`src/hdl/display_pkg.sv`:
```
package display_pkg;

    // Active low segments, bit 0 top, bit 6 middle
    typedef logic [6:0] seg_t;
    typedef logic [6:0] score_t;

    localparam score_t SCORE_MAX = 7'd99;    // Two digits only

    localparam seg_t SEG_BLANK = 7'b1111111;

    //     0
    //   5   1
    //     6
    //   4   2
    //     3
    localparam seg_t SEG_DIGIT [10] = '{
        7'b1000000,                          // 0
        7'b1111001,                          // 1
        7'b0100100,                          // 2
        7'b0110000,                          // 3
        7'b0011001,                          // 4
        7'b0010010,                          // 5
        7'b0000010,                          // 6
        7'b1111000,                          // 7
        7'b0000000,                          // 8
        7'b0011000                           // 9
    };

endpackage

```
`src/hdl/game_pkg.sv`:
```
package game_pkg;

    // Playfield coordinates
    typedef logic [7:0] x_coord_t;           // Column, 0..159
    typedef logic [6:0] y_coord_t;           // Row, 0..119

    localparam x_coord_t X_MAX = 8'd159;
    localparam y_coord_t Y_MAX = 7'd119;

    localparam int FRUIT_SIZE   = 8;         // Fruit edge in pixels
    localparam int BASKET_WIDTH = 16;

    localparam y_coord_t BASKET_ROW = 7'd80;
    localparam y_coord_t CATCH_ROW  = y_coord_t'(BASKET_ROW - FRUIT_SIZE); // Fruit bottom meets basket

    localparam x_coord_t PLAYER_START_X = 8'd72;
    localparam x_coord_t PLAYER_MAX_X   = x_coord_t'(X_MAX + 1 - BASKET_WIDTH); // 144
    localparam x_coord_t SPAWN_MIN_X    = 8'd10;
    localparam x_coord_t SPAWN_MAX_X    = x_coord_t'(X_MAX - BASKET_WIDTH);     // 143

    // Tick periods in clock cycles
    localparam int FALL_A_PERIOD = 790000;
    localparam int FALL_B_PERIOD = 690000;
    localparam int MOVE_PERIOD   = 490000;
    localparam int SPEEDUP_STEP  = 5;        // Shrink per expiry
    localparam int MIN_PERIOD    = 8;        // Speed ceiling

    localparam logic [1:0] START_LIVES = 2'd3;

    // One bit per tick channel, fall_a is the MSB
    typedef struct packed {
        logic fall_a;
        logic fall_b;
        logic move;
    } tick_t;

    typedef struct packed {
        x_coord_t x;
        y_coord_t y;
    } fruit_t;

    typedef struct packed {
        logic caught;
        logic missed;
    } lane_event_t;

    typedef enum logic [1:0] {
        SERVE_FRUIT_A,
        SERVE_FRUIT_B,
        SERVE_PLAYER,
        GAME_OVER
    } game_state_t;

endpackage
```
`src/hdl/fruit_catch_top.sv`:
```
`timescale 1ns/1ps

module fruit_catch_top import game_pkg::*, display_pkg::*; #(
    parameter int FALL_A_PERIOD = game_pkg::FALL_A_PERIOD,
    parameter int FALL_B_PERIOD = game_pkg::FALL_B_PERIOD,
    parameter int MOVE_PERIOD   = game_pkg::MOVE_PERIOD
) (
    input  logic       CLOCK_50,
    input  logic       KEY,                  // Async reset, active low
    input  logic       move_left,
    input  logic       move_right,
    output fruit_t     fruit_a,
    output fruit_t     fruit_b,
    output x_coord_t   player_x,
    output score_t     score,
    output logic [1:0] lives,
    output logic       game_over,
    output seg_t       hex_tens,
    output seg_t       hex_units,
    output seg_t       hex_lives
);

    tick_t       pending;
    tick_t       grant;
    game_state_t state;
    lane_event_t event_a;
    lane_event_t event_b;
    logic        out_of_lives;

    ////////////////////////////////////////////////////////////////////////////
    // Timing and sequencing
    ////////////////////////////////////////////////////////////////////////////
    tick_timer #(
        .FALL_A_PERIOD(FALL_A_PERIOD),
        .FALL_B_PERIOD(FALL_B_PERIOD),
        .MOVE_PERIOD  (MOVE_PERIOD)
    ) u_timer (
        .CLOCK_50(CLOCK_50),
        .KEY     (KEY),
        .grant   (grant),
        .pending (pending)
    );

    game_fsm u_fsm (
        .CLOCK_50    (CLOCK_50),
        .KEY         (KEY),
        .pending     (pending),
        .out_of_lives(out_of_lives),
        .grant       (grant),
        .state       (state)
    );

    assign game_over = (state == GAME_OVER);

    ////////////////////////////////////////////////////////////////////////////
    // Game objects and scoring
    ////////////////////////////////////////////////////////////////////////////
    fruit_lane #(.SPAWN_SEED(16'hACE1)) lane_a (
        .CLOCK_50   (CLOCK_50),
        .KEY        (KEY),
        .step       (grant.fall_a),
        .player_x   (player_x),
        .fruit      (fruit_a),
        .fruit_event(event_a)
    );

    fruit_lane #(.SPAWN_SEED(16'h5A3C)) lane_b ( // Different spawn sequence
        .CLOCK_50   (CLOCK_50),
        .KEY        (KEY),
        .step       (grant.fall_b),
        .player_x   (player_x),
        .fruit      (fruit_b),
        .fruit_event(event_b)
    );

    player_slider u_player (
        .CLOCK_50  (CLOCK_50),
        .KEY       (KEY),
        .step      (grant.move),
        .move_left (move_left),
        .move_right(move_right),
        .player_x  (player_x)
    );

    score_keeper u_score (
        .CLOCK_50    (CLOCK_50),
        .KEY         (KEY),
        .event_a     (event_a),
        .event_b     (event_b),
        .score       (score),
        .lives       (lives),
        .out_of_lives(out_of_lives),
        .hex_tens    (hex_tens),
        .hex_units   (hex_units),
        .hex_lives   (hex_lives)
    );

endmodule

```
`src/hdl/score_keeper.sv`:
```
`timescale 1ns/1ps

module score_keeper import game_pkg::*, display_pkg::*; (
    input  logic        CLOCK_50,
    input  logic        KEY,
    input  lane_event_t event_a,
    input  lane_event_t event_b,
    output score_t      score,
    output logic [1:0]  lives,
    output logic        out_of_lives,
    output seg_t        hex_tens,
    output seg_t        hex_units,
    output seg_t        hex_lives
);

    logic [1:0] n_caught;                    // Both lanes may report together
    logic [1:0] n_missed;
    logic [7:0] score_sum;
    logic [3:0] tens;
    logic [3:0] units;

    assign n_caught  = 2'(event_a.caught) + 2'(event_b.caught);
    assign n_missed  = 2'(event_a.missed) + 2'(event_b.missed);
    assign score_sum = {1'b0, score} + 8'(n_caught);

    always_ff @(posedge CLOCK_50 or negedge KEY) begin
        if (!KEY) begin
            score <= '0;
            lives <= START_LIVES;
        end else begin
            // Saturate at two digits
            score <= (score_sum > 8'(SCORE_MAX)) ? SCORE_MAX : score_sum[6:0];
            lives <= (lives > n_missed) ? lives - n_missed : 2'd0; // Floor at zero
        end
    end

    assign out_of_lives = (lives == 2'd0);

    ////////////////////////////////////////////////////////////////////////////
    // Seven segment digits
    ////////////////////////////////////////////////////////////////////////////
    assign tens  = 4'(score / 7'd10);
    assign units = 4'(score % 7'd10);

    assign hex_tens  = (tens == 4'd0) ? SEG_BLANK : SEG_DIGIT[tens]; // No leading zero
    assign hex_units = SEG_DIGIT[units];
    assign hex_lives = SEG_DIGIT[lives];

endmodule

```
`src/hdl/player_slider.sv`:
```
`timescale 1ns/1ps

module player_slider import game_pkg::*; (
    input  logic     CLOCK_50,
    input  logic     KEY,
    input  logic     step,
    input  logic     move_left,
    input  logic     move_right,
    output x_coord_t player_x
);

    logic can_right;
    logic can_left;

    assign can_right = move_right && (player_x < PLAYER_MAX_X); // Right edge clamp
    assign can_left  = move_left && (player_x != '0);

    // Right has priority when both buttons are held
    always_ff @(posedge CLOCK_50 or negedge KEY) begin
        if (!KEY) begin
            player_x <= PLAYER_START_X;
        end else if (step) begin
            if (can_right) begin
                player_x <= player_x + 1'b1;
            end else if (can_left) begin
                player_x <= player_x - 1'b1;
            end
        end
    end

endmodule

```
`src/hdl/fruit_lane.sv`:
```
`timescale 1ns/1ps

module fruit_lane import game_pkg::*; #(
    parameter logic [15:0] SPAWN_SEED = 16'hACE1  // Nonzero, distinct per lane
) (
    input  logic        CLOCK_50,
    input  logic        KEY,
    input  logic        step,
    input  x_coord_t    player_x,
    output fruit_t      fruit,
    output lane_event_t fruit_event
);

    localparam x_coord_t SPAN = x_coord_t'(SPAWN_MAX_X - SPAWN_MIN_X + 1'b1); // 134 columns

    logic [15:0] lfsr;
    x_coord_t    spawn_x;
    logic        overlap;
    logic        at_catch;
    logic        at_bottom;

    // Fold a raw byte onto the spawn range
    function automatic x_coord_t map_spawn(input logic [7:0] raw);
        logic [7:0] off;
        off = (raw >= SPAN) ? raw - SPAN : raw;
        return SPAWN_MIN_X + off;
    endfunction

    assign spawn_x = map_spawn(lfsr[7:0]);

    // Horizontal overlap of fruit and basket, 9 bits to avoid wrap
    assign overlap = (({1'b0, fruit.x} + 9'(FRUIT_SIZE)) > {1'b0, player_x})
                  && ({1'b0, fruit.x} < ({1'b0, player_x} + 9'(BASKET_WIDTH)));

    assign at_catch  = (fruit.y == CATCH_ROW) && overlap;
    assign at_bottom = (fruit.y == Y_MAX);

    always_ff @(posedge CLOCK_50 or negedge KEY) begin
        if (!KEY) begin
            lfsr        <= SPAWN_SEED;
            fruit.x     <= map_spawn(SPAWN_SEED[7:0]);
            fruit.y     <= '0;
            fruit_event <= '0;
        end else begin
            // Galois LFSR, taps 16,14,13,11
            lfsr        <= {1'b0, lfsr[15:1]} ^ (lfsr[0] ? 16'hB400 : 16'h0000);
            fruit_event <= '0;                 // Single cycle pulse
            if (step) begin
                if (at_catch) begin
                    fruit_event.caught <= 1'b1;
                    fruit.x            <= spawn_x;
                    fruit.y            <= '0;
                end else if (at_bottom) begin
                    fruit_event.missed <= 1'b1; // Fell past the basket
                    fruit.x            <= spawn_x;
                    fruit.y            <= '0;
                end else begin
                    fruit.y <= fruit.y + 1'b1;
                end
            end
        end
    end

endmodule

```
`src/hdl/game_fsm.sv`:
```
`timescale 1ns/1ps

module game_fsm import game_pkg::*; (
    input  logic        CLOCK_50,
    input  logic        KEY,
    input  tick_t       pending,
    input  logic        out_of_lives,
    output tick_t       grant,
    output game_state_t state
);

    game_state_t state_next;

    always_ff @(posedge CLOCK_50 or negedge KEY) begin
        if (!KEY) begin
            state <= SERVE_FRUIT_A;
        end else begin
            state <= state_next;
        end
    end

    // Round robin A, B, player; grant only what is pending
    always_comb begin
        grant      = '0;
        state_next = state;
        case (state)
            SERVE_FRUIT_A: begin
                grant.fall_a = pending.fall_a;
                state_next   = SERVE_FRUIT_B;
            end
            SERVE_FRUIT_B: begin
                grant.fall_b = pending.fall_b;
                state_next   = SERVE_PLAYER;
            end
            SERVE_PLAYER: begin
                grant.move = pending.move;
                state_next = SERVE_FRUIT_A;
            end
            GAME_OVER: begin
                state_next = GAME_OVER;      // Only reset leaves
            end
            default: begin
                state_next = SERVE_FRUIT_A;
            end
        endcase

        // Last life gone, stop serving this very cycle
        if (out_of_lives) begin
            grant      = '0;
            state_next = GAME_OVER;
        end
    end

endmodule

```
`src/hdl/tick_timer.sv`:
```
`timescale 1ns/1ps

module tick_timer import game_pkg::*; #(
    parameter int FALL_A_PERIOD = game_pkg::FALL_A_PERIOD,
    parameter int FALL_B_PERIOD = game_pkg::FALL_B_PERIOD,
    parameter int MOVE_PERIOD   = game_pkg::MOVE_PERIOD
) (
    input  logic  CLOCK_50,
    input  logic  KEY,
    input  tick_t grant,
    output tick_t pending
);

    localparam int CNT_W = 20;               // Wide enough for 790000

    localparam logic [CNT_W-1:0] STEP  = CNT_W'(SPEEDUP_STEP);
    localparam logic [CNT_W-1:0] FLOOR = CNT_W'(MIN_PERIOD);

    logic [2:0] grant_vec;                   // {fall_a, fall_b, move}
    logic [2:0] pend_vec;

    assign grant_vec = grant;
    assign pending   = pend_vec;

    ////////////////////////////////////////////////////////////////////////////
    // One accelerating down-counter per channel
    ////////////////////////////////////////////////////////////////////////////
    for (genvar i = 0; i < 3; i++) begin : g_chan
        localparam int START = (i == 2) ? FALL_A_PERIOD :
                               ((i == 1) ? FALL_B_PERIOD : MOVE_PERIOD);

        logic [CNT_W-1:0] period;            // Current reload period
        logic [CNT_W-1:0] period_next;
        logic [CNT_W-1:0] count;
        logic             expire;
        logic             pend;

        assign expire = (count == '0);

        // Shrink by one step, never below the floor
        assign period_next = (period >= FLOOR + STEP) ? period - STEP : FLOOR;

        always_ff @(posedge CLOCK_50 or negedge KEY) begin
            if (!KEY) begin
                period <= CNT_W'(START);
                count  <= CNT_W'(START - 1);
                pend   <= 1'b0;
            end else begin
                if (expire) begin
                    period <= period_next;
                    count  <= period_next - 1'b1; // Next interval already faster
                end else begin
                    count <= count - 1'b1;
                end
                // Grant consumes the held tick, a fresh expiry sets it again
                pend <= expire | (pend & ~grant_vec[i]);
            end
        end

        assign pend_vec[i] = pend;
    end

endmodule

```
`config.mk`:
```
export PLATFORM = sky130hd
export DESIGN_NAME = fruit_catch_top
export DESIGN_NICKNAME = d
export VERILOG_FILES = /design/src/hdl/display_pkg.sv /design/src/hdl/game_pkg.sv /design/src/hdl/fruit_catch_top.sv /design/src/hdl/score_keeper.sv /design/src/hdl/player_slider.sv /design/src/hdl/fruit_lane.sv /design/src/hdl/game_fsm.sv /design/src/hdl/tick_timer.sv
export SDC_FILE = /design/constraint.sdc
export NUM_CORES = 1
export LEC_CHECK = 0
export ABC_AREA = 1
export BUFFER_PORTS_ARGS = -buffer_cell sky130_fd_sc_hd__buf_4
export CORE_UTILIZATION = 40
export DETAILED_ROUTE_END_ITERATION = 8
export SETUP_SLACK_MARGIN = 0.5
export SKIP_CTS_REPAIR_TIMING = 1
export SLEW_MARGIN = 10
export SYNTH_ARGS = -nofsm -noshare
export SYNTH_HDL_FRONTEND = slang
export SYNTH_HIERARCHICAL = 1
export SYNTH_SLANG_ARGS = --single-unit
```
`constraint.sdc`:
```
create_clock -name CLOCK_50 -period 7 [get_ports CLOCK_50]
set_input_delay 2.1 -clock CLOCK_50 [delete_from_list [all_inputs] [get_ports CLOCK_50]]
set_output_delay 2.1 -clock CLOCK_50 [all_outputs]
set_load 0.02 [all_outputs]
```
# Word level (Yosys, flattened, before mapping)

Memories as Yosys holds them, arrays and structs flattened.
Index checks and enable logic that the tools add are counted.

Add/subtract/negate cells: 24
Divide/modulo/power cells: 2
$lt $le $gt $ge: 15
Eq/ne operators: 7
Mux-type cells: 41
Bitwise logic cells: 14
Reduce and logical (&&, ||, !) cells: 19

Operators with widths:

| cell                                                                                  | count |
|---|---|
| 20-bit 2-to-1 mux                                                                     | 6 |
| 20-bit by 1-bit subtractor with 20-bit output (second input constant)                 | 6 |
| 7-bit 2-to-1 mux                                                                      | 10 |
| 20-bit by 4-bit greater-or-equal comparator with 1-bit output (second input constant) | 3 |
| 20-bit logical NOT                                                                    | 3 |
| 20-bit by 3-bit subtractor with 20-bit output (second input constant)                 | 3 |
| 8-bit 2-to-1 mux                                                                      | 6 |
| 16-bit 2-to-1 mux                                                                     | 2 |
| 15-bit by 16-bit XOR with 16-bit output                                               | 2 |
| 15-bit 2-to-1 mux                                                                     | 2 |
| 7-bit equality test (second input constant)                                           | 4 |
| 8-bit by 4-bit adder with 9-bit output (second input constant)                        | 2 |
| 9-bit by 8-bit > comparator with 1-bit output                                         | 2 |
| 8-bit by 9-bit < comparator with 1-bit output                                         | 2 |
| 4-bit by 8-bit adder with 8-bit output (first input constant)                         | 2 |
| 8-bit greater-or-equal comparator (second input constant)                             | 2 |
| 8-bit subtractor (second input constant)                                              | 2 |
| 7-bit by 1-bit adder with 7-bit output (second input constant)                        | 2 |
| 5-bit greater-or-equal comparator (second input constant)                             | 2 |
| 4-bit NOT with 5-bit output                                                           | 2 |
| 8-bit by 5-bit adder with 9-bit output (second input constant)                        | 1 |
| 1-bit 2-to-1 mux                                                                      | 9 |
| 7-bit by 2-bit adder with 8-bit output                                                | 1 |
| 8-bit by 1-bit adder with 8-bit output (second input constant)                        | 1 |
| other kinds (24)                                                                      | 45 |

Flip-flop bits (word level): 208
ROM bits: 280
Input bits: 4
Memories kept: 3

Memories:

| memory          | words | bits a word | read ports | clocked after Yosys merged registers in | wr ports | line               | source |
|---|---|---|---|---|---|---|---|
| (no name shown) | 16    | 7           | 1          | 0                                       | 0        | score_keeper.sv:45 | `assign hex_tens = (tens == 4'd0) ? SEG_BLANK : SEG_DIGIT[tens];` |
| (no name shown) | 16    | 7           | 1          | 0                                       | 0        | score_keeper.sv:46 | `assign hex_units = SEG_DIGIT[units];` |
| (no name shown) | 8     | 7           | 1          | 0                                       | 0        | score_keeper.sv:47 | `assign hex_lives = SEG_DIGIT[lives];` |

# Logic depth before layout (Yosys ltp)

Gate-level depths: netlist (run 1).

Depth after elaboration: 6
Mapped depth: 24

# Hierarchy

The synthesis (run 1) kept the hierarchy.

By module, submodules not included:

| module              | times used | cells each | area an instance (µm²) |
|---|---|---|---|
| tick_timer          | 1          | 1151       | 8115.3 |
| fruit_lane (lane_a) | 1          | 235        | 1970.6 |
| fruit_lane (lane_b) | 1          | 235        | 1969.4 |
| score_keeper        | 1          | 184        | 1376.3 |
| player_slider       | 1          | 107        | 739.5 |
| game_fsm            | 1          | 20         | 162.7 |
| fruit_catch_top     | 1          | 2          | 7.5 |

# Worst setup path after synthesis (run 1)

Ideal clock, no wire load.

Path type: register to output
From: register u_score.score[6]
To: output hex_tens[3]
Data arrival time: 3.015 ns
Required time: 4.900 ns
Slack: 1.885 ns
Stages on the path, launching flop included: 23
Path buffers: 2
Path through: dfrtp_1 -> buf_4 -> inv_1 -> nand2_1 -> nand3_1 -> nand2_2 -> nand2_2 -> buf_6 -> nand2_2 -> nand3_4 -> nand2_4 -> nand2_4 -> nand2_2 -> nand2_1 -> inv_1 -> ha_1 -> inv_1 -> nand3_2 -> nand3_4 -> inv_1 -> ha_1 -> o311ai_0 -> o21ai_0

Longest elaborated chain between the ends: 6
Elaborated cells between the ends (all ways): 7
Those cells by class: div: 1; mux: 3; bitwise: 1; reduce/logical: 1; memory: 1

RTL lines:

| element                                             | line                  | source |
|---|---|---|
| start: declaration                                  | score_keeper.sv:8     | `output score_t score,` |
| start signal: assignment                            | score_keeper.sv:32    | `score <= (score_sum > 8'(SCORE_MAX)) ? SCORE_MAX : score_sum[6:0];` |
| 7-bit by 4-bit divider with 7-bit output *          | score_keeper.sv:42    | `assign tens = 4'(score / 7'd10);` |
| 4-bit NOT with 5-bit output (not written as such)   | score_keeper.sv:45    |  |
| memory read 16 x 7 bit                              | --                    |  |
| 7-bit 2-to-1 mux (not written as such) (2 in a row) | score_keeper.sv:45    |  |
| 7-bit 2-to-1 mux *                                  | score_keeper.sv:45    |  |
| end: declaration                                    | fruit_catch_top.sv:18 | `output seg_t hex_tens,` |

Every way passes the cells marked *; elsewhere a longest branch is shown, timed or not. The select of a mux whose other input is x is not followed.

# Worst setup path after layout (run 1)

From: register u_score.score[5]
To: output hex_tens[3]

The elaborated chain is that of the path after synthesis.

==> results of run 1 <==
-- routing by layer --
layer / track usage / vias up / share of wire
li1: - / 6207 / -
met1: 0.236 / 5593 / 0.48
met2: 0.305 / 154 / 0.47
met3: 0.0189 / 35 / 0.029
met4: 0.0385 / 0 / 0.018
met5: 0 / - / 0
-- per-stage QoR --
stage / setup slack, ps / total power [uW] / std cells / instance area (sq um) / hold slack, ps
5_1_grt: 525 / 2620 / 2490 / 16200 / 357
3_3_place_gp: 1690 / 1260 / 2442 / 15300 / 334
3_5_place_dp: 1370 / 1260 / 2442 / 15300 / 339
6_report: 854 / 2530 / 2490 / 16200 / 348
4_1_cts: 773 / 2570 / 2490 / 16200 / 349
2_1_floorplan: 1890 / 1230 / 1934 / 14300 / 331
-- cell type report --
| cell class | count | area, sq um |
|---|---|---|
| fill | 3486 | 18700 |
| multi-input combinational | 1409 | 7770 |
| sequential | 208 | 5320 |
| inverter | 297 | 1110 |
| clock buffer | 34 | 711 |
| tap | 455 | 569 |
| timing repair buffer | 73 | 567 |
| clock inverter | 14 | 119 |
-- power breakdown --
part | switching, uW | internal [uW]
clock | 531 | 754
sequential | 0 | 1210
combinational | 29.2 | 5.81
total | 560 | 1970
-- sequential cells by signal, indices dropped and copies added, names as in the netlist --
| register | flops |
|---|---|
| lane_b/fruit | 15 |
| u_score/score | 7 |
| lane_a/fruit_event | 2 |
| u_fsm/state | 2 |
| u_timer/g_chan.pend | 3 |
| lane_a/fruit | 15 |
| u_timer/g_chan.count | 60 |
| u_timer/g_chan.period | 60 |
| lane_a/lfsr | 16 |
| lane_b/fruit_event | 2 |
| u_player/player_x | 8 |
| lane_b/lfsr | 16 |
| u_score/lives | 2 |
-- cells in the final DEF, fill, tap and decap left out, types with 4 or more instances in the layout --
cell type	netlist	layout
ha_1	75	75
clkbuf_1	3	5
clkinv_2	0	7
clkbuf_8	0	4
nor2_4	16	16
nand2_2	65	64
nand3_1	129	129
xor2_1	53	53
nand3_4	5	5
nor2_1	236	236
a21oi_2	5	5
clkinvlp_4	0	5
nand2_1	526	526
or2_2	4	4
nand4_1	53	53
buf_4	8	71
o22ai_1	4	4
dfstp_2	88	88
xnor2_1	29	29
inv_1	281	281
nor3_1	8	8
clkbuf_16	0	26
nor2_8	4	4
o21ai_0	76	76
nand3_2	9	9
dfrtp_1	120	119
a21oi_1	14	14
o21ai_2	9	9
or2_1	4	4
nor2_2	36	36
inv_2	15	15
nand2_4	12	13
-- final timing paths --
| kind | start | end | slack, ps | cells after the start |
|---|---|---|---|---|
| hold reg to reg | lane_a/lfsr[9] | lane_a/lfsr[8] | 350 | 0 |
| setup reg to reg | u_timer/g_chan[0].count[15] | u_timer/g_chan[0].count[8] | 3960 | 12 |
| max in group asynchronous | KEY | u_score/score[6] | 4260 | 2 |
| min in group asynchronous | KEY | u_timer/g_chan[1].count[12] | 1680 | 1 |
| setup / recovery | u_score/score[5] | hex_tens[3] | 850 | 18 |
| hold / removal | lane_a/lfsr[9] | lane_a/lfsr[8] | 350 | 0 |
-- kinds of logic after synthesis --
| kind of cell | Yosys count | share of synthesized area |
|---|---|---|
| compound gates | 132 | 0.0578 |
| xor+xnor | 82 | 0.0501 |
| fa+ha+maj | 78 | 0.0696 |
| buf+inv | 317 | 0.0876 |
| flops | 208 | 0.371 |
| other cells | 1 | 0.000261 |
| simple gates | 1116 | 0.364 |
==> flow_metrics.tcl, run 1 <==
set metrics [dict create \
    syn-cell-area_sq_mm 0.0143 \
    drtIter0Drc 542 \
    firstDrtPassIters 5 \
    cpPeakStageDelay_ps 460 \
    synth_cell_types 54 \
    avgSynthCellArea_sq_um 7.42 \
    ys.warnings.count 6 \
    hold_path_class "register to register" \
    critPathKind "register to output pin" \
    drive_gt1_frac 0.195 \
    ys.flop_type "dfrtp_1" \
    die_y_um 191 \
    syn_nets 2016 \
    hold_viol 0 \
    power_density_mw_per_mm2 156 \
    critPathTopFamily "simple AND/OR/NAND/NOR gates" \
    track_usage 0.176 \
    yosysSeqAreaShare 0.371 \
    start_kind "register" \
    crit_path_end_kind "output pin" \
    synth-edff-count 0 \
    synth_cells 1934 \
    die-area_sq_mm 0.0366 \
    cts_buffers 26 \
    post-route-period-util 0.878 \
    postLayoutCoreUtil 0.464 \
    start_util 0.411 \
    io_buffers 71 \
    ys_seq_elements 208 \
    rsz0062_at_grt "false" \
    fin_worst_skew_ps 24.2 \
    setup_viol 0 \
    num_io_pins 73 \
    core_sq_mm 0.0349 \
    vias_per_cell 4.81 \
    crit_buf_inv 4 \
    worst_path_max_delay_cell "dfrtp_1" \
    path_max_fanout 12 \
    synthArstFlopShare 1.00 \
    layout_min_cycle_time_ps 6150 \
    wl_mm 31.5 \
    cts_tree "done" \
    outcome "finished, final reports clean" \
    area_growth_pct 12.8 \
    netlist_top_cells_count "526 x nand2_1, 281 x inv_1, 236 x nor2_1, 129 x nand3_1, 120 x dfrtp_1" \
    grt_overflow 0 \
    max_slew.worst_pin.slew_ps 903 \
    clk_pin_slew_worst_paths_ps 60 \
    ys_top_cells_by_area "dfrtp_1 21%, dfstp_2 16%, nand2_1 14%" \
    yosysMostFrequentCell "nand2_1" \
    clock_latency_ps 540 \
    grt_start_max_net_pins 110 \
    crit_path_cell_trace "o21ai_2 -> nand2_1 -> nand2_4 -> or2_1 -> nand2_4 -> nand2_4 -> nand2_2 -> nand2_1 -> inv_1 -> ha_1 -> inv_1 -> nand3_2 -> nand3_4 -> inv_1 -> ha_1 -> o311ai_0 -> o21ai_0 -> buf_4" \
    required_ps 4900 \
    synth_area_leader_cell "dfrtp_1" \
    h-tree-depth 1 \
    drc 0 \
    cts_root_buf "clkbuf_16" \
    place.gp.congestion 0.881 \
    vias 11989 \
    num_antenna_cells 0 \
    dp_hpwl_mm 23.7 \
    setup_tns_ps 0 \
    die_x_um 191 \
    slew_headroom 0.397 \
    avgRoutedWirePerCell_um 12.6 \
    antenna_found_initial 0 \
    p_leak_uw 0.00852 \
    clock-sinks 208 \
    grt_pass1_vias 11541 \
    ir_drop_uv 209 \
    cap_violations 0 \
    postRouteAntennaNets 0 \
    yosys.area.top_type_share 0.209 \
    cts_buffer_depth 3 \
    fin_nets 2097 \
    fmax_ghz 0.163 \
    rows 68 \
    arrival_ps 4050 \
    grt_pass1_wl_mm 53.7 \
    slew_viol_final 0 \
]
Power figures use the tool's default switching activity.
==> run 2, diff against run 1 <==
Settings changed: PLACE_DENSITY set to 0.61.
==> run 2 against run 1 <==
  * Sequential power about the same
  * Critical path type unchanged
  * Combinational power about the same
  * Largest cell class unchanged
  * Global-route usage decreased by 0.54 points
  * Maximum frequency increased by 1.2%
==> flow_metrics.tcl, run 2 (synthesis results as in run 1) <==
set metrics [dict create \
    outcome "finished, final reports clean" \
    grt_start_max_net_pins 117 \
    vias 11805 \
    rsz0062_at_grt "false" \
    clk_pin_slew_worst_paths_ps 60 \
    start_util 0.411 \
    path_max_fanout 12 \
    setup_viol 0 \
    power_uw 2560 \
    cts_tree "done" \
    start_kind "register" \
    cts_buffer_depth 3 \
    r2r_start "u_timer/g_chan[1].count[12]" \
    dp_hpwl_mm 23.1 \
    h-tree-depth 1 \
    clock-sinks 208 \
    max_slew.worst_pin.slew_ps 940 \
    cap_violations 0 \
    power_density_mw_per_mm2 158 \
    min_to "lane_b/lfsr[7]" \
    die_y_um 191 \
    num_antenna_cells 0 \
    cts_buffers 24 \
    final_common_cell "nand2_1" \
    setup_tns_ps 0 \
    wl_mm 30.7 \
    worst_path_most_repeated_cell "inv_1" \
    die_x_um 191 \
    required_ps 4900 \
    drive_gt1_frac 0.194 \
    postRouteAntennaNets 0 \
    num_io_pins 73 \
    cts_root_buf "clkbuf_16" \
    worst_path_max_delay_cell "dfrtp_1" \
    grt_pass1_vias 11207 \
    core_sq_mm 0.0349 \
    slew_viol_final 0 \
    arrival_ps 3970 \
    crit_path_end_kind "output pin" \
    die-area_sq_mm 0.0366 \
    critPathKind "register to output pin" \
    drc 0 \
    hold_path_class "register to register" \
    ir_drop_uv 164 \
    avgRoutedWirePerCell_um 12.4 \
    n_fill_cell 3508 \
    clock_latency_ps 520 \
    postLayoutCoreUtil 0.464 \
    fin_worst_skew_ps 15.8 \
    rr_worst_depth 13 \
    r2r_setup_slack_ps 3970 \
    io_buffers 71 \
    firstDrtPassIters 5 \
    place.gp.congestion 0.866 \
    grt_pass1_wl_mm 51.9 \
    drtIter0Drc 501 \
    layout_min_cycle_time_ps 6070 \
    hold_path.startpoint "lane_b/lfsr[8]" \
    r2r_end "u_timer/g_chan[1].count[12]" \
    slew_headroom 0.374 \
    cpPeakStageDelay_ps 510 \
    reg_top3 "u_timer/g_chan.count: 60 flops, u_timer/g_chan.period: 60 flops" \
    whs_path_depth 0 \
    fin_nets 2095 \
    rows 68 \
    fmax_ghz 0.165 \
    grt_overflow 0 \
    p_leak_uw 0.00854 \
    area_growth_pct 12.8 \
    crit_path_cell_trace "inv_1 -> nand2_1 -> nand3_1 -> nand2_2 -> nand2_2 -> nand2_1 -> nand2_1 -> inv_1 -> nand2_4 -> nand2_4 -> nand2_2 -> nand2_1 -> inv_1 -> ha_1 -> inv_1 -> nand3_2 -> nand3_4 -> inv_1 -> ha_1 -> o311ai_0 -> o21ai_0 -> buf_4" \
    mostFrequentLayoutCells "526 x nand2_1, 281 x inv_1, 236 x nor2_1" \
    vias_per_cell 4.75 \
    antenna_found_initial 0 \
    track_usage 0.171 \
    hold_viol 0 \
    post-route-period-util 0.868 \
]
## run 2: cell count changes in the layout (fill, tap and decap cells not counted), sizes merged
| cell | before | now |
|---|---|---|
| bufinv | 1 | 2 |
| clkinv | 9 | 5 |
| clkinvlp | 5 | 1 |
| clkbuf | 35 | 36 |
| buf | 72 | 73 |
## run 2: critical path, delay by kind of cell, from the launching register on
family / cells / cell delay [ps]
buffers and inverters: 6 / 640
AND/OR/NAND/NOR: 12 / 1360
adder cells (fa/ha/maj): 2 / 430
flip-flops: 1 / 510
AO/OA/AOI/OAI: 2 / 520
## run 2: worst max-delay path by stage
stage,start,endpoint,slack [ps],cells after the start
3_3_place_gp,u_score/score[5],hex_tens[3],1710,18
3_5_place_dp,u_score/score[6],hex_tens[3],1450,22
4_1_cts,u_score/score[6],hex_tens[3],920,22
5_1_grt,u_score/score[6],hex_tens[3],580,22
2_1_floorplan,u_score/score[6],hex_tens[3],1890,22
6_report,u_score/score[6],hex_tens[3],930,22
## run 2: power breakdown
| part | leakage, uW | switching [uW] | internal [uW] |
|---|---|---|---|
| Clock | 0.000419 | 500 | 816 |
| Combinational | 0.00558 | 29.2 | 6.01 |
| Sequential | 0.00254 | 0 | 1210 |
## run 2: layout make-up
| cell class | count | area [sq um] | area share |
|---|---|---|---|
| clock inverter | 7 | 87.6 | 0.00541 |
| tap | 455 | 569 | 0.0352 |
| clock buffer | 36 | 757 | 0.0468 |
| sequential | 208 | 5320 | 0.328 |
| inverter | 297 | 1110 | 0.0689 |
| multi-input combinational | 1409 | 7770 | 0.480 |
| timing repair buffer | 73 | 568 | 0.0351 |
## run 2: per-layer routing
metal	up-vias	wire, um	GRT usage
met2	141	14200	0.292
li1	6187	-	-
met1	5440	15100	0.232
met3	37	962	0.0189
met4	0	441	0.0336
met5	-	0	0
## run 2: through the flow
step	hold slack (ps)	area, sq um	cells	setup slack, ps
finish	340	16200	2485	927
detailed placement	338	15300	2442	1450
global route	347	16200	2485	576
CTS	335	16200	2485	917
floorplan	331	14300	1934	1890
global placement	335	15300	2442	1710
==> run 3, diff against run 2 <==
Clock period 7 ns to 5.9 ns, I/O delays scaled along.
==> run 3 against run 2 <==
  * Wire length rose by 1.9%
  * Sequential cell count stayed put
  * Utilization rose by 0.23 points
  * Via count is 0.89% higher
  * Global-route usage is 0.51 points higher
  * First-iteration DRC count rose by 3.6%
  * Die area is the same
  * Register-to-register slack lost 1000 ps
  * Combinational power increased by 20%
  * Clock-buffer cell count is 4 higher
  * Clock skew barely moved
  * Power increased by 17%
  * Critical path type unchanged
==> flow_metrics.tcl, run 3 (synthesis results as in run 1) <==
set metrics [dict create \
    wl_met2_mm 14.6 \
    io_buffers 71 \
    dp.cells 2444 \
    cts_tree "done" \
    crit_path_end_kind "output pin" \
    antenna_found_initial 0 \
    rsz0062_at_grt "false" \
    setup_viol 0 \
    hold_viol 0 \
    p_leak_uw 0.00856 \
    worst_path_most_repeated_cell "nand2_1" \
    vias 11910 \
    die-area_sq_mm 0.0366 \
    vias_per_cell 4.77 \
    reg_top3 "u_timer/g_chan.count: 60 flops, u_timer/g_chan.period: 60 flops" \
    grt_pass1_vias 11517 \
    arrival_ps 3420 \
    clock_latency_ps 520 \
    track_usage 0.176 \
    firstDrtPassIters 5 \
    ir_drop_uv 241 \
    dp_hpwl_mm 23.5 \
    power_uw 3000 \
    cts_root_buf "clkbuf_16" \
    grt_start_max_net_pins 97 \
    postRouteAntennaNets 0 \
    wl_mm 31.3 \
    met3_length_mm 1.24 \
    fmax_ghz 0.193 \
    path_max_fanout 7 \
    post-route-period-util 0.879 \
    critPathTopFamily "simple AND/OR/NAND/NOR gates" \
    worst_path_max_delay_cell "dfrtp_2" \
    clk_pin_slew_worst_paths_ps 50 \
    cts_buffers 25 \
    h-tree-depth 1 \
    hold_path_class "register to register" \
    core_sq_mm 0.0349 \
    cpPeakStageDelay_ps 450 \
    grt_overflow 0 \
    drtIter0Drc 519 \
    start_util 0.411 \
    cts_buffer_depth 3 \
    rows 68 \
    drc 0 \
    slew_viol_final 0 \
    fin_worst_skew_ps 15.5 \
    num_io_pins 73 \
    setup_tns_ps 0 \
    final_common_cell "nand2_1" \
    die_x_um 191 \
    finalNonFillerCells 2498 \
    slew_headroom 0.377 \
    drt-met1-wl_mm 15.0 \
    required_ps 4130 \
    layout_min_cycle_time_ps 5190 \
    clock-sinks 208 \
    outcome "finished, final reports clean" \
    crit_path_cell_trace "inv_2 -> nand3_2 -> nand3_1 -> nand2_2 -> nand2_4 -> nand2_1 -> nand2_1 -> inv_1 -> nand2_4 -> nand2_4 -> nand2_2 -> nand2_1 -> inv_1 -> ha_4 -> inv_2 -> nand3_4 -> nand3_4 -> nand2_1 -> nand2_2 -> inv_2 -> ha_1 -> nand3_1 -> nand3_1 -> buf_4" \
    crit_buf_inv 6 \
    area_growth_pct 13.4 \
    mostFrequentLayoutCells "525 x nand2_1, 279 x inv_1, 236 x nor2_1" \
    grt_pass1_wl_mm 53.6 \
    drive_gt1_frac 0.200 \
    fin_nets 2106 \
    num_antenna_cells 0 \
    critPathKind "register to output pin" \
    avgRoutedWirePerCell_um 12.5 \
    cap_violations 0 \
    dr.max_layer_used "met4" \
    max_slew.worst_pin.slew_ps 933 \
    die_y_um 191 \
    start_kind "register" \
    power_density_mw_per_mm2 184 \
    place.gp.congestion 0.873 \
]
run 3: cell count changes in the layout (fill, tap and decap cells not counted), sizes merged:
cell / before / now
clkinvlp: 1 / 0
inv: 296 / 297
clkinv: 5 / 4
buf: 73 / 83
clkbuf: 36 / 40
run 3: worst paths after layout:
check,startpoint,endpoint,slack (ps),cells after the start
min,lane_a/lfsr[9],lane_a/lfsr[8],350,0
min reg2reg,lane_a/lfsr[9],lane_a/lfsr[8],350,0
max in group asynchronous,KEY,u_score/score[5],3570,2
max,u_score/score[4],hex_units[3],710,24
min in group asynchronous,KEY,u_timer/g_chan[1].count[12],1250,1
max reg2reg,u_timer/g_chan[0].count[15],u_timer/g_chan[0].count[8],2930,12
run 3: power by group:
part / switching (uW) / internal, uW / total, uW
clock network: 592 / 933 / 1530
registers: 0 / 1430 / 1430
logic: 35.2 / 7.04 / 42.2
run 3: cell type report:
type | instances | area, sq um
clock inverters | 6 | 83.8
multi-input cells | 1409 | 7810
inverters | 297 | 1110
well taps | 455 | 569
flip-flops and latches | 208 | 5320
fillers | 3476 | 18600
repair buffers | 83 | 631
clock buffers | 40 | 732
run 3: stage by stage:
step	hold slack [ps]	setup WS [ps]	util	area, sq um
2_1_floorplan	331	1120	-	14300
3_3_place_gp	332	931	0.440	15300
3_5_place_dp	335	745	0.440	15300
4_1_cts	348	172	0.463	16200
6_report	347	714	0.466	16300
5_1_grt	359	488	0.466	16300
run 3: routing by layer:
metal / up-vias / track usage
met4: 0 / 0.0385
met1: 5471 / 0.235
li1: 6224 / -
met5: - / 0
met3: 36 / 0.0206
met2: 179 / 0.303
